$ cat src/source/nts_stats_pkg.sv
package nts_stats_pkg;

  // ------------------------------------------------
  // Widths
  // ------------------------------------------------
  localparam int API_DATA_WIDTH  = 32;
  localparam int API_ADDR_WIDTH  = 12;
  localparam int WORD_ADDR_WIDTH = 8;
  localparam int BLOCK_SEL_WIDTH = API_ADDR_WIDTH - WORD_ADDR_WIDTH;
  localparam int COUNTER_WIDTH   = 64;
  localparam int NUM_COUNTERS    = 6;

  // ------------------------------------------------
  // Address map
  // ------------------------------------------------
  localparam logic [BLOCK_SEL_WIDTH-1:0] BLOCK_ENGINE = 4'h0;
  localparam logic [BLOCK_SEL_WIDTH-1:0] BLOCK_DEBUG  = 4'h1;

  // Engine block words
  localparam logic [WORD_ADDR_WIDTH-1:0] ADDR_ENGINE_NAME0   = 8'h00;
  localparam logic [WORD_ADDR_WIDTH-1:0] ADDR_ENGINE_NAME1   = 8'h01;
  localparam logic [WORD_ADDR_WIDTH-1:0] ADDR_ENGINE_VERSION = 8'h02;
  localparam logic [WORD_ADDR_WIDTH-1:0] ADDR_ENGINE_CTRL    = 8'h08;

  // Debug block words
  localparam logic [WORD_ADDR_WIDTH-1:0] ADDR_DEBUG_NAME    = 8'h08;
  localparam logic [WORD_ADDR_WIDTH-1:0] ADDR_DEBUG_SYSTICK = 8'h09;

  // ------------------------------------------------
  // Identity words
  // ------------------------------------------------
  localparam logic [API_DATA_WIDTH-1:0] ENGINE_NAME0      = 32'h4e_54_53_5f; // "NTS_"
  localparam logic [API_DATA_WIDTH-1:0] ENGINE_NAME1      = 32'h45_4e_47_4e; // "ENGN"
  localparam logic [API_DATA_WIDTH-1:0] ENGINE_VERSION    = 32'h30_2e_30_31; // "0.01"
  localparam logic [API_DATA_WIDTH-1:0] ENGINE_CTRL_VALUE = 32'h0000_0001;
  localparam logic [API_DATA_WIDTH-1:0] DEBUG_NAME        = 32'h44_42_55_47; // "DBUG"

  // Counter order matches the event vector bits
  typedef enum logic [2:0] {
    STAT_PROCESSED,
    STAT_BAD_COOKIE,
    STAT_BAD_AUTH,
    STAT_BAD_KEYID,
    STAT_ERR_CRYPTO,
    STAT_ERR_TXBUF
  } stat_id_e;

  // High word of each counter, low word sits one above
  localparam logic [WORD_ADDR_WIDTH-1:0] COUNTER_BASE [NUM_COUNTERS] = '{
    8'h00, 8'h02, 8'h04, 8'h06, 8'h20, 8'h22
  };

  // ------------------------------------------------
  // Structs
  // ------------------------------------------------
  typedef struct packed {
    logic                      cs;
    logic                      we;
    logic [API_ADDR_WIDTH-1:0] address;
    logic [API_DATA_WIDTH-1:0] write_data; // Accepted, never stored
  } api_req_t;

  typedef enum logic [2:0] {
    RD_NONE,
    RD_ENGINE_WORD,
    RD_DEBUG_NAME,
    RD_SYSTICK,
    RD_COUNTER_HI,
    RD_COUNTER_LO
  } rd_kind_e;

  typedef struct packed {
    rd_kind_e                   kind;
    stat_id_e                   counter;
    logic [WORD_ADDR_WIDTH-1:0] word;
  } rd_sel_t;

  typedef struct packed {
    logic [API_DATA_WIDTH-1:0] hi;      // Live upper half
    logic [API_DATA_WIDTH-1:0] lo_snap; // Lower half held at the last high read
  } counter_view_t;

endpackage

$ cat src/source/nts_api_decode.sv
`timescale 1ns/100ps

module nts_api_decode (
  input  nts_stats_pkg::api_req_t                   i_req,
  output nts_stats_pkg::rd_sel_t                    o_sel,
  output logic [nts_stats_pkg::NUM_COUNTERS-1:0]    o_snapshot
);

  logic                                        is_read;
  logic [nts_stats_pkg::BLOCK_SEL_WIDTH-1:0]   block;
  logic [nts_stats_pkg::WORD_ADDR_WIDTH-1:0]   word;

  assign is_read = i_req.cs && !i_req.we; // Writes are ignored
  assign block   = i_req.address[nts_stats_pkg::API_ADDR_WIDTH-1:
                                 nts_stats_pkg::WORD_ADDR_WIDTH];
  assign word    = i_req.address[nts_stats_pkg::WORD_ADDR_WIDTH-1:0];

  // ------------------------------------------------
  // Address match
  // ------------------------------------------------
  always_comb
  begin
    o_sel.kind    = nts_stats_pkg::RD_NONE;
    o_sel.counter = nts_stats_pkg::STAT_PROCESSED;
    o_sel.word    = word;
    o_snapshot    = '0;

    if (is_read)
    begin
      if (block == nts_stats_pkg::BLOCK_ENGINE)
      begin
        o_sel.kind = nts_stats_pkg::RD_ENGINE_WORD; // Word picked in read-back
      end
      else if (block == nts_stats_pkg::BLOCK_DEBUG)
      begin
        if (word == nts_stats_pkg::ADDR_DEBUG_NAME)
        begin
          o_sel.kind = nts_stats_pkg::RD_DEBUG_NAME;
        end
        else if (word == nts_stats_pkg::ADDR_DEBUG_SYSTICK)
        begin
          o_sel.kind = nts_stats_pkg::RD_SYSTICK;
        end

        for (int i = 0; i < nts_stats_pkg::NUM_COUNTERS; i++)
        begin
          if (word == nts_stats_pkg::COUNTER_BASE[i])
          begin
            // High word read also latches the low half
            o_sel.kind    = nts_stats_pkg::RD_COUNTER_HI;
            o_sel.counter = nts_stats_pkg::stat_id_e'(i);
            o_snapshot[i] = 1'b1;
          end
          else if (word == nts_stats_pkg::COUNTER_BASE[i] + 8'd1)
          begin
            o_sel.kind    = nts_stats_pkg::RD_COUNTER_LO;
            o_sel.counter = nts_stats_pkg::stat_id_e'(i);
          end
        end
      end
    end
  end

  // Counter bases must never overlap
  a_snapshot_onehot0: assert final ($onehot0(o_snapshot))
    else $error("More than one snapshot strobe raised");

endmodule

$ cat src/source/nts_event_counter.sv
`timescale 1ns/100ps

module nts_event_counter (
  input  logic                         i_clk,
  input  logic                         i_areset,
  input  logic                         i_event,    // One-cycle pulse, count one
  input  logic                         i_snapshot, // High word is being read
  output nts_stats_pkg::counter_view_t o_view
);

  logic [nts_stats_pkg::COUNTER_WIDTH-1:0]  count;
  logic [nts_stats_pkg::API_DATA_WIDTH-1:0] lo_snap;

  // ------------------------------------------------
  // Count and snapshot
  // ------------------------------------------------
  always_ff @(posedge i_clk or posedge i_areset)
  begin
    if (i_areset)
    begin
      count   <= '0;
      lo_snap <= '0;
    end
    else
    begin
      if (i_event)
      begin
        count <= count + 1'b1;
      end
      // Takes the value before this cycle's event
      if (i_snapshot)
      begin
        lo_snap <= count[nts_stats_pkg::API_DATA_WIDTH-1:0];
      end
    end
  end

  assign o_view.hi      = count[nts_stats_pkg::COUNTER_WIDTH-1 -: nts_stats_pkg::API_DATA_WIDTH];
  assign o_view.lo_snap = lo_snap;

  // Strobes come from the top level and the decoder
  a_inputs_known: assert property (
    @(posedge i_clk) disable iff (i_areset)
    !$isunknown({i_event, i_snapshot})
  ) else $error("Event or snapshot strobe unknown");

endmodule

$ cat src/source/nts_api_readback.sv
`timescale 1ns/100ps

module nts_api_readback (
  input  logic                                      i_clk,
  input  logic                                      i_areset,
  input  nts_stats_pkg::rd_sel_t                    i_sel,
  input  nts_stats_pkg::counter_view_t              i_views [nts_stats_pkg::NUM_COUNTERS],
  output logic [nts_stats_pkg::API_DATA_WIDTH-1:0]  o_read_data
);

  logic [nts_stats_pkg::API_DATA_WIDTH-1:0] systick;
  logic [nts_stats_pkg::API_DATA_WIDTH-1:0] engine_word;

  // ------------------------------------------------
  // System tick
  // ------------------------------------------------
  always_ff @(posedge i_clk or posedge i_areset)
  begin
    if (i_areset)
    begin
      systick <= 32'h0000_0001; // First cycle out of reset reads 1
    end
    else
    begin
      systick <= systick + 1'b1; // Wraps at 2^32
    end
  end

  // ------------------------------------------------
  // Engine identity words
  // ------------------------------------------------
  always_comb
  begin
    case (i_sel.word)
      nts_stats_pkg::ADDR_ENGINE_NAME0:
      begin
        engine_word = nts_stats_pkg::ENGINE_NAME0;
      end
      nts_stats_pkg::ADDR_ENGINE_NAME1:
      begin
        engine_word = nts_stats_pkg::ENGINE_NAME1;
      end
      nts_stats_pkg::ADDR_ENGINE_VERSION:
      begin
        engine_word = nts_stats_pkg::ENGINE_VERSION;
      end
      nts_stats_pkg::ADDR_ENGINE_CTRL:
      begin
        engine_word = nts_stats_pkg::ENGINE_CTRL_VALUE;
      end
      default:
      begin
        engine_word = '0; // Unmapped engine word
      end
    endcase
  end

  // ------------------------------------------------
  // Read data mux
  // ------------------------------------------------
  always_comb
  begin
    case (i_sel.kind)
      nts_stats_pkg::RD_ENGINE_WORD:
      begin
        o_read_data = engine_word;
      end
      nts_stats_pkg::RD_DEBUG_NAME:
      begin
        o_read_data = nts_stats_pkg::DEBUG_NAME;
      end
      nts_stats_pkg::RD_SYSTICK:
      begin
        o_read_data = systick;
      end
      nts_stats_pkg::RD_COUNTER_HI:
      begin
        o_read_data = i_views[i_sel.counter].hi;
      end
      nts_stats_pkg::RD_COUNTER_LO:
      begin
        o_read_data = i_views[i_sel.counter].lo_snap; // Held since the last high read
      end
      default:
      begin
        o_read_data = '0; // No read, write cycle or unmapped
      end
    endcase
  end

  a_idle_reads_zero: assert property (
    @(posedge i_clk) disable iff (i_areset)
    (i_sel.kind == nts_stats_pkg::RD_NONE) |-> (o_read_data == '0)
  ) else $error("Read data not zero without a decoded read");

endmodule

$ cat src/source/nts_engine_stats.sv
`timescale 1ns/100ps

module nts_engine_stats (
  input  logic                                      i_clk,
  input  logic                                      i_areset,
  input  nts_stats_pkg::api_req_t                   i_api_req,
  input  logic [nts_stats_pkg::NUM_COUNTERS-1:0]    i_events, // Indexed by stat_id_e
  output logic [nts_stats_pkg::API_DATA_WIDTH-1:0]  o_api_read_data
);

  nts_stats_pkg::rd_sel_t                  rd_sel;
  logic [nts_stats_pkg::NUM_COUNTERS-1:0]  snapshot;
  nts_stats_pkg::counter_view_t            views [nts_stats_pkg::NUM_COUNTERS];

  // ------------------------------------------------
  // Host address decode
  // ------------------------------------------------
  nts_api_decode u_decode (
    .i_req      (i_api_req),
    .o_sel      (rd_sel),
    .o_snapshot (snapshot)
  );

  // ------------------------------------------------
  // Event counters
  // ------------------------------------------------
  for (genvar g = 0; g < nts_stats_pkg::NUM_COUNTERS; g++)
  begin : g_counter
    nts_event_counter u_counter (
      .i_clk      (i_clk),
      .i_areset   (i_areset),
      .i_event    (i_events[g]),
      .i_snapshot (snapshot[g]),
      .o_view     (views[g])
    );
  end

  // ------------------------------------------------
  // Read-back
  // ------------------------------------------------
  nts_api_readback u_readback (
    .i_clk       (i_clk),
    .i_areset    (i_areset),
    .i_sel       (rd_sel),
    .i_views     (views),
    .o_read_data (o_api_read_data)
  );

endmodule

$ cat config.mk
export PLATFORM = sky130hd
export DESIGN_NAME = nts_engine_stats
export DESIGN_NICKNAME = d
export VERILOG_FILES = /design/src/source/nts_stats_pkg.sv /design/src/source/nts_api_decode.sv /design/src/source/nts_event_counter.sv /design/src/source/nts_api_readback.sv /design/src/source/nts_engine_stats.sv
export SDC_FILE = /design/constraint.sdc
export NUM_CORES = 2
export LEC_CHECK = 0
export BUFFER_PORTS_ARGS = -buffer_cell sky130_fd_sc_hd__buf_2
export CORE_ASPECT_RATIO = 1.5
export CORE_UTILIZATION = 38
export CTS_BUF_LIST = sky130_fd_sc_hd__clkbuf_8
export DETAILED_ROUTE_END_ITERATION = 8
export MAX_ROUTING_LAYER = met4
export PLACE_DENSITY = 0.53
export SKIP_LAST_GASP = 1
export SLEW_MARGIN = 20
export SYNTH_ARGS = -nofsm -noshare
export SYNTH_HDL_FRONTEND = slang
export SYNTH_SLANG_ARGS = --single-unit
$ cat constraint.sdc
create_clock -name i_clk -period 50.6 [get_ports i_clk]
set_input_delay 2.53 -clock i_clk [delete_from_list [all_inputs] [get_ports i_clk]]
set_output_delay 2.53 -clock i_clk [all_outputs]
set_load 0.005 [all_outputs]
After elaboration in Yosys (flattened, before gate mapping)
Cells that the tools add are included.
{"block": "word_totals", "register_bits": 608, "inputBits": 54, "output_inout_bits": 32}
{"block": "op_classes", "addsub": 7, "n_lt_le_gt_ge": 1, "eq_ne": 19, "n_mux": 32, "bitwise_logic": 1, "reduce_logical": 4}
{"op": "adder 64 x 1 -> 64 bit (second input constant)", "n": 6}
{"op": "binary-select mux 64 bit (select 3 bit)", "n": 1}
{"op": "one-hot mux 32 bit (5 select lines)", "n": 1}
{"op": "two-way mux 64 bit", "n": 2}
{"op": "one-hot mux 31 bit (4 select lines)", "n": 1}
{"op": "two-way mux 6 bit", "n": 17}
{"op": "adder 32 x 1 -> 32 bit (second input constant)", "n": 1}
{"op": "equality test 8 x 3 -> 1 bit (second input constant)", "n": 4}
{"op": "equality test 8 x 6 -> 1 bit (second input constant)", "n": 4}
{"op": "equality test 8 x 2 -> 1 bit (second input constant)", "n": 2}
{"op": "equality test 8 x 4 -> 1 bit (second input constant)", "n": 2}
{"op": "two-way mux 3 bit", "n": 3}
{"op": "equality test 8 x 1 -> 1 bit (second input constant)", "n": 1}
{"op": "logical NOT 8 bit", "n": 1}
{"op": "equality test 3 x 2 -> 1 bit (second input constant)", "n": 2}
{"op": "equality test 3 bit (second input constant)", "n": 2}
{"op": "two-way mux 1 bit", "n": 6}
{"op": "equality test 4 x 1 -> 1 bit (second input constant)", "n": 1}
{"op": "greater-or-equal comparator 4 bit (second input constant)", "n": 1}
{"op": "logical NOT 4 bit", "n": 1}
{"op": "inverter 3 -> 4 bit", "n": 1}
{"op": "equality test 3 x 1 -> 1 bit (second input constant)", "n": 1}
{"op": "two-way mux 2 bit", "n": 1}
{"op": "logical AND 1 bit", "n": 1}
{"op": "logical NOT 1 bit", "n": 1}

Longest topological paths before layout
{"block": "depth", "depth_word": 23, "depth_mapped": 9, "mapped_depth_nobuf": 7}

Cells and area by module
Synthesis repeated with hierarchy kept, for this count alone.
{"block": "unflattened", "cells_unflattened": 2853, "area_unflattened_um2": 32298.5}
{"module": "nts_event_counter", "n_inst": 6, "cells_each": 393, "area_per_inst_um2": 4530.6, "seq_area_each_um2": 2402.3}
{"module": "nts_api_readback", "n_inst": 1, "cells_each": 455, "area_per_inst_um2": 4825.9, "seq_area_each_um2": 802.0}
{"module": "nts_api_decode", "n_inst": 1, "cells_each": 40, "area_per_inst_um2": 289.0, "seq_area_each_um2": 0.0}

Least setup slack after synthesis
No wires, ideal clock.
{"block": "synth_timing", "kind": "input to output", "start": "input port i_api_req[41] in the netlist's numbering", "end": "output port o_api_read_data[24] in the netlist's numbering", "arrival_ps": 4492, "required_time_ps": 48070, "setup_slack_ps": 43578, "path_stages": 8, "path_buffers": 3, "cell_sequence": "or4b_1 -> clkbuf_1 -> nor3_1 -> buf_2 -> o211a_1 -> buf_2 -> o21ai_0 -> o311ai_0"}
{"block": "synth_between", "elab_chain_len": 9}
{"element": "start, declared", "line": "nts_engine_stats.sv:6", "source": "input nts_stats_pkg::api_req_t i_api_req,"}
{"element": "equality test 4 x 1 -> 1 bit", "line": "nts_api_decode.sv:34", "source": "else if (block == nts_stats_pkg::BLOCK_DEBUG)"}
{"element": "two-way mux 6 bit", "line": "nts_api_decode.sv:34"}
{"element": "two-way mux 3 bit", "line": "nts_api_decode.sv:30", "source": "if (block == nts_stats_pkg::BLOCK_ENGINE)"}
{"element": "two-way mux 6 bit *", "line": "nts_api_decode.sv:28", "source": "if (is_read)"}
{"element": "inverter 3 -> 4 bit (implied by the code)", "line": "nts_api_readback.sv:78, nts_api_readback.sv:82"}
{"element": "binary-select mux 64 bit (select 3 bit)", "line": "nts_api_readback.sv:78, nts_api_readback.sv:82"}
{"element": "two-way mux 64 bit (implied by the code) (2 in a row)", "line": "nts_api_readback.sv:78", "source": "o_read_data = i_views[i_sel.counter].hi;"}
{"element": "one-hot mux 32 bit (5 select lines) *", "line": "nts_api_readback.sv:63", "source": "case (i_sel.kind)"}
{"element": "end, declared", "line": "nts_engine_stats.sv:8", "source": "output logic [nts_stats_pkg::API_DATA_WIDTH-1:0] o_api_read_data"}
Every way passes the cells marked *; elsewhere a longest branch is shown, timed or not. The select of a mux whose other input is x is not followed.

Worst setup path after layout
{"block": "layout_timing", "start": "input port i_api_req[35] in the netlist's numbering", "end": "output port o_api_read_data[24] in the netlist's numbering"}
{"block": "layout_between", "elab_chain_len": 20}
{"element": "logical NOT 8 bit or equality test 8 x 4 -> 1 bit (tied branches)", "line": "nts_api_decode.sv:47, nts_api_readback.sv:34, nts_api_decode.sv:40"}
{"element": "two-way mux 6 bit or two-way mux 2 bit (tied branches)", "line": "nts_api_decode.sv:47, nts_api_decode.sv:40"}
{"element": "two-way mux 6 bit or two-way mux 3 bit (tied branches)", "line": "nts_api_decode.sv:54, nts_api_decode.sv:36"}
{"element": "two-way mux 6 bit, on equally long branches", "line": "nts_api_decode.sv:47, nts_api_decode.sv:54"}
{"element": "two-way mux 6 bit, on equally long branches", "line": "nts_api_decode.sv:54, nts_api_decode.sv:47"}
{"element": "two-way mux 6 bit, on equally long branches", "line": "nts_api_decode.sv:47, nts_api_decode.sv:54"}
{"element": "two-way mux 6 bit, on equally long branches", "line": "nts_api_decode.sv:54, nts_api_decode.sv:47"}
{"element": "two-way mux 6 bit, on equally long branches", "line": "nts_api_decode.sv:47, nts_api_decode.sv:54"}
{"element": "[4 not listed]"}
{"element": "two-way mux 6 bit, on equally long branches", "line": "nts_api_decode.sv:34, nts_api_decode.sv:47"}
{"element": "two-way mux 3 bit or two-way mux 6 bit (tied branches)", "line": "nts_api_decode.sv:30, nts_api_decode.sv:54"}
{"element": "two-way mux 6 bit, on equally long branches", "line": "nts_api_decode.sv:28, nts_api_decode.sv:47"}
{"element": "inverter 3 -> 4 bit (implied by the code) or two-way mux 6 bit (tied branches)", "line": "nts_api_readback.sv:78, nts_api_readback.sv:82, nts_api_decode.sv:34"}
{"element": "binary-select mux 64 bit (select 3 bit) or two-way mux 3 bit (tied branches)", "line": "nts_api_readback.sv:78, nts_api_readback.sv:82, nts_api_decode.sv:30"}
{"element": "two-way mux 64 bit (implied by the code) or two-way mux 6 bit (tied branches)", "line": "nts_api_readback.sv:78, nts_api_decode.sv:28"}
{"element": "two-way mux 64 bit (implied by the code) (tied with other cells)", "line": "nts_api_readback.sv:78"}
{"element": "one-hot mux 32 bit (5 select lines) *", "line": "nts_api_readback.sv:63"}
Marked as above.

==> summary.md <==
| Metric | Value |
|---|---|
| Outcome | finished, final reports clean |
| Final period util | 18.68% |
| Drt drc | 0 |
| Port Buffers | 53 |
| Minimum clock period | 9.452 ns |
| Average wire per standard cell | between 20 and 25 um |
| Worst setup SP type | primary input |
| Core area | ~76000 um^2 |
| Initial antenna violation count | 6 |
| CTS tree | done |
| Row count | between 100 and 150 |
| Clock buffer count from CTS | 95 |
| Simple-Gate Fraction of Synth Area | a little under a fifth |
| Post-route insts no fill | between 3000 and 4000 |
| Slew HR | approximately a quarter |
| Pleak | between 10 and 15 nW |
| VDD IR-drop max | around 0.000021 V |
| Register area | about 15000 um^2 |
| Width of the die | between 200 and 250 um |
| FF+latch count, synth | between 600 and 700 |
| CTS Buffer Depth | 3 |
| Internal power | roughly 0.77 mW |
| Routed vias | ~22000 |
| H-Tree Depth | 3 |
| Hold Violations, Final | 0 |
| Total gr overflow | 0 |
| Cell Pwr Density | roughly 31 nW/um^2 |
| Layout Skew | around 0.032 ns |
| Max FO, Critical Path | 40 |
| Setup TNS | 0 ns |
| Net Sw Frac | between 20% and 30% |
| GPL Wtd Cong | ~0.96 |
| Mux cell area share after synthesis | 8.868% |
| Setup crit end kind | primary output |
| Post-synthesis cell count | between 2000 and 3000 |
| Largest net degree at the start of global routing | 93 |
| WL final | 95.69 mm |
| Xor/xnor share of the synthesized area | 12.26% |
| RSZ-0062 raised after global routing | false |
| Post-synth EDFFs | 0 |
| # fillers | a little over 7000 |
| Post-synthesis compound-gate area fraction | 6.467% |
| Maxcap violations | 0 |
| Combinational family with the most area after synthesis | simple AND/OR/NAND/NOR gates |
| Clk root buf | clkbuf_8 |
| Top FF cell, synth | dfrtp_1 |
| CTS Hold Buffers Added | 0 |
| Slew @ Worst Pin | between 1 and 1.5 ns |
| Net Sw Power | 0.2643 mW |
| Total Nets Final | around 2900 |
| Die area | 78220 um^2 |
| Comb power frac | approximately 5.5% |
| Data arrival, critical path | 6.92 ns |
| Mapped Area | around 29000 um^2 |
| Part of the power in registers | roughly half |
| Synthesis-to-layout area growth | 12.43% |
| Ys async rst share | between 90% and 100% |
| Sequential area share after synthesis | about half |
| CTS clk-pin slew, worst paths | 0.06 ns |
| Initial core utilization | 38.45% |
| Yosys cell types | 78 |
| Mean Syn Cell Area | ~11 um^2 |
| Area of the multi-input gates | roughly 14000 um^2 |
| Final HPWL from detailed placement | slightly above 70 mm |
| Insertion delay to the later sink of the worst-skew pair | 0.75 ns |
| Pre-antenna DRT Iters | 5 |
| Vias/cell | between 5 and 6 |
| Slew Viols, Final | 0 |
| Share of cells above drive strength 1 | between 10% and 20% |
| Final ANT Viol Nets | 0 |
| Critical Setup Path Class | in -> out |
| Die outline height | between 300 and 400 um |
| Initial DRC count | between 1500 and 2000 |
| Post-CTS setup buffer count | 0 |
| I/O pins | between 80 and 90 |
| Required time of the critical path | 48.07 ns |
| Total GRT Usage | roughly a quarter |
| FMAX | 105.8 MHz |
| Resized cells post-CTS | 0 |
| Syn_nets | about 2800 |
| CTS Sinks | approximately 600 |
| Vias in the first global route | ~22000 |
| Dpl cells | ~3700 |
| Final setup violation count | 0 |
| Clock Power Share | between 40 and 50% |
| First-pass GRT wire length | 143.6 mm |
| Ys Warns | 0 |
| Adder-cell area share of the yosys netlist | less than 1% |
| Hold crit path type | reg -> reg |
==> cells in the mapped netlist, drive strengths merged, types with 10 or more instances <==
cell,instances,share of area (%)
nor2b,10,0.21
nor4,24,0.68
and2,21,0.45
o21ai,85,1.5
mux2,204,7.8
xnor2,295,8.8
dfrtp,607,52
and4,47,1.4
o2111ai,14,0.42
nor3,70,1.2
a21oi,47,0.80
inv,37,0.47
nor2,134,1.7
or4,14,0.37
o22ai,18,0.38
mux2i,30,1.0
a32oi,20,0.60
and3,58,1.2
clkbuf,66,0.85
nand4,120,2.6
nand3,162,2.8
buf,44,0.76
a31oi,18,0.38
o21a,12,0.31
o221ai,12,0.36
or3,12,0.27
nand2,333,4.3
xor2,114,3.4
o211ai,14,0.36
or2,10,0.21
==> final cells by class <==
type	instances	area share, %
multi-input cells	1974	41.26
clock buffers	126	5.266
flip-flops and latches	608	46.20
inverters	37	0.4445
repair buffers	103	1.945
diodes	4	0.03039
well taps	1008	3.830
clock inverters	46	1.018
==> worst max-delay path, cell delays in order <==
cell and delay (ns):
buf_2 0.19, or4_1 0.93, nor3_4 0.70, buf_4 0.42, o211a_2 0.23, buf_4 0.47
o21ai_0 0.22, o311ai_0 0.95, buf_2 0.26
==> stage by stage <==
step | power (mW) | setup WS [ns] | instance area [um^2] | utilization, % | hold WS (ns)
final | 1.033 | 41.15 | 32930 | 43.23 | 0.4683
after global routing | 1.077 | 41.10 | 32930 | 43.23 | 0.4892
after CTS | 1.048 | 41.13 | 32920 | 43.22 | 0.4735
after detailed placement | 0.5913 | 41.15 | 30850 | 40.50 | 0.4605
after global placement | 0.5876 | 40.83 | 30840 | 40.49 | 0.4571
after floorplan | 0.5688 | 31.05 | 29290 | - | 0.4362
==> per-layer routing <==
layer | GRT usage, % | wire length (um)
met1 | 31.02 | 40000
met2 | 40.98 | 46110
met3 | 3.113 | 3838
met4 | 15.10 | 5733
met5 | - | 0
==> sequential cells by signal (all words and copies together) (netlist names) <==
signal                       cells
g_counter.u_counter.count      384
g_counter.u_counter.lo_snap    192
u_readback.systick              32
==> placed cells by master (no fill, tap or decap), types with 12 or more instances in the layout <==
cell type	Yosys	routed
a31oi_1	18	18
o21ai_0	84	84
mux2i_1	30	30
a21oi_1	47	47
nor2_1	134	132
nand4_1	120	120
nand2_1	332	331
or4_1	13	13
nand3_1	161	161
o211ai_1	14	14
xnor2_1	294	294
o22ai_1	18	18
o221ai_1	12	12
and4_1	46	46
inv_1	37	54
nor3_1	68	64
buf_4	6	50
buf_2	22	53
o21a_1	12	12
nor4_1	19	15
clkbuf_8	0	126
dfrtp_1	607	607
a32oi_1	20	20
and2_1	17	17
o2111ai_1	14	14
and3_1	58	58
clkinv_2	0	18
mux2_2	202	202
xor2_1	114	114
==> power by group through the flow <==
stage                     combinational, mW  clock [mW]  sequential [mW]
after detailed placement             0.0578           0            0.533
after floorplan                      0.0418           0            0.527
after global routing                 0.0640       0.485            0.528
after CTS                            0.0580       0.466            0.525
after global placement               0.0552           0            0.532
final                                0.0567       0.452            0.525
==> logic make-up after synthesis <==
logic type               Yosys count
adder cells (fa/ha/maj)            7
AND/OR/NAND/NOR                 1038
flip-flops                       608
buffers and inverters            147
multiplexers                     234
XOR/XNOR                         409
AO/OA/AOI/OAI                    286
==> final timing paths <==
check	startpoint	slack, ns	depth (start not counted)	end
max reg2reg	g_counter[5].u_counter.count[0]	47.40	7	g_counter[5].u_counter.count[62]
min in group asynchronous	i_areset	1.84	2	g_counter[2].u_counter.count[55]
min	g_counter[4].u_counter.count[63]	0.47	1	g_counter[4].u_counter.count[63]
max in group asynchronous	i_areset	45.85	5	g_counter[5].u_counter.count[6]
max	i_api_req[35]	41.15	9	o_api_read_data[24]
min reg2reg	g_counter[4].u_counter.count[63]	0.47	1	g_counter[4].u_counter.count[63]
No activity file was read; power rests on OpenSTA's default activity.
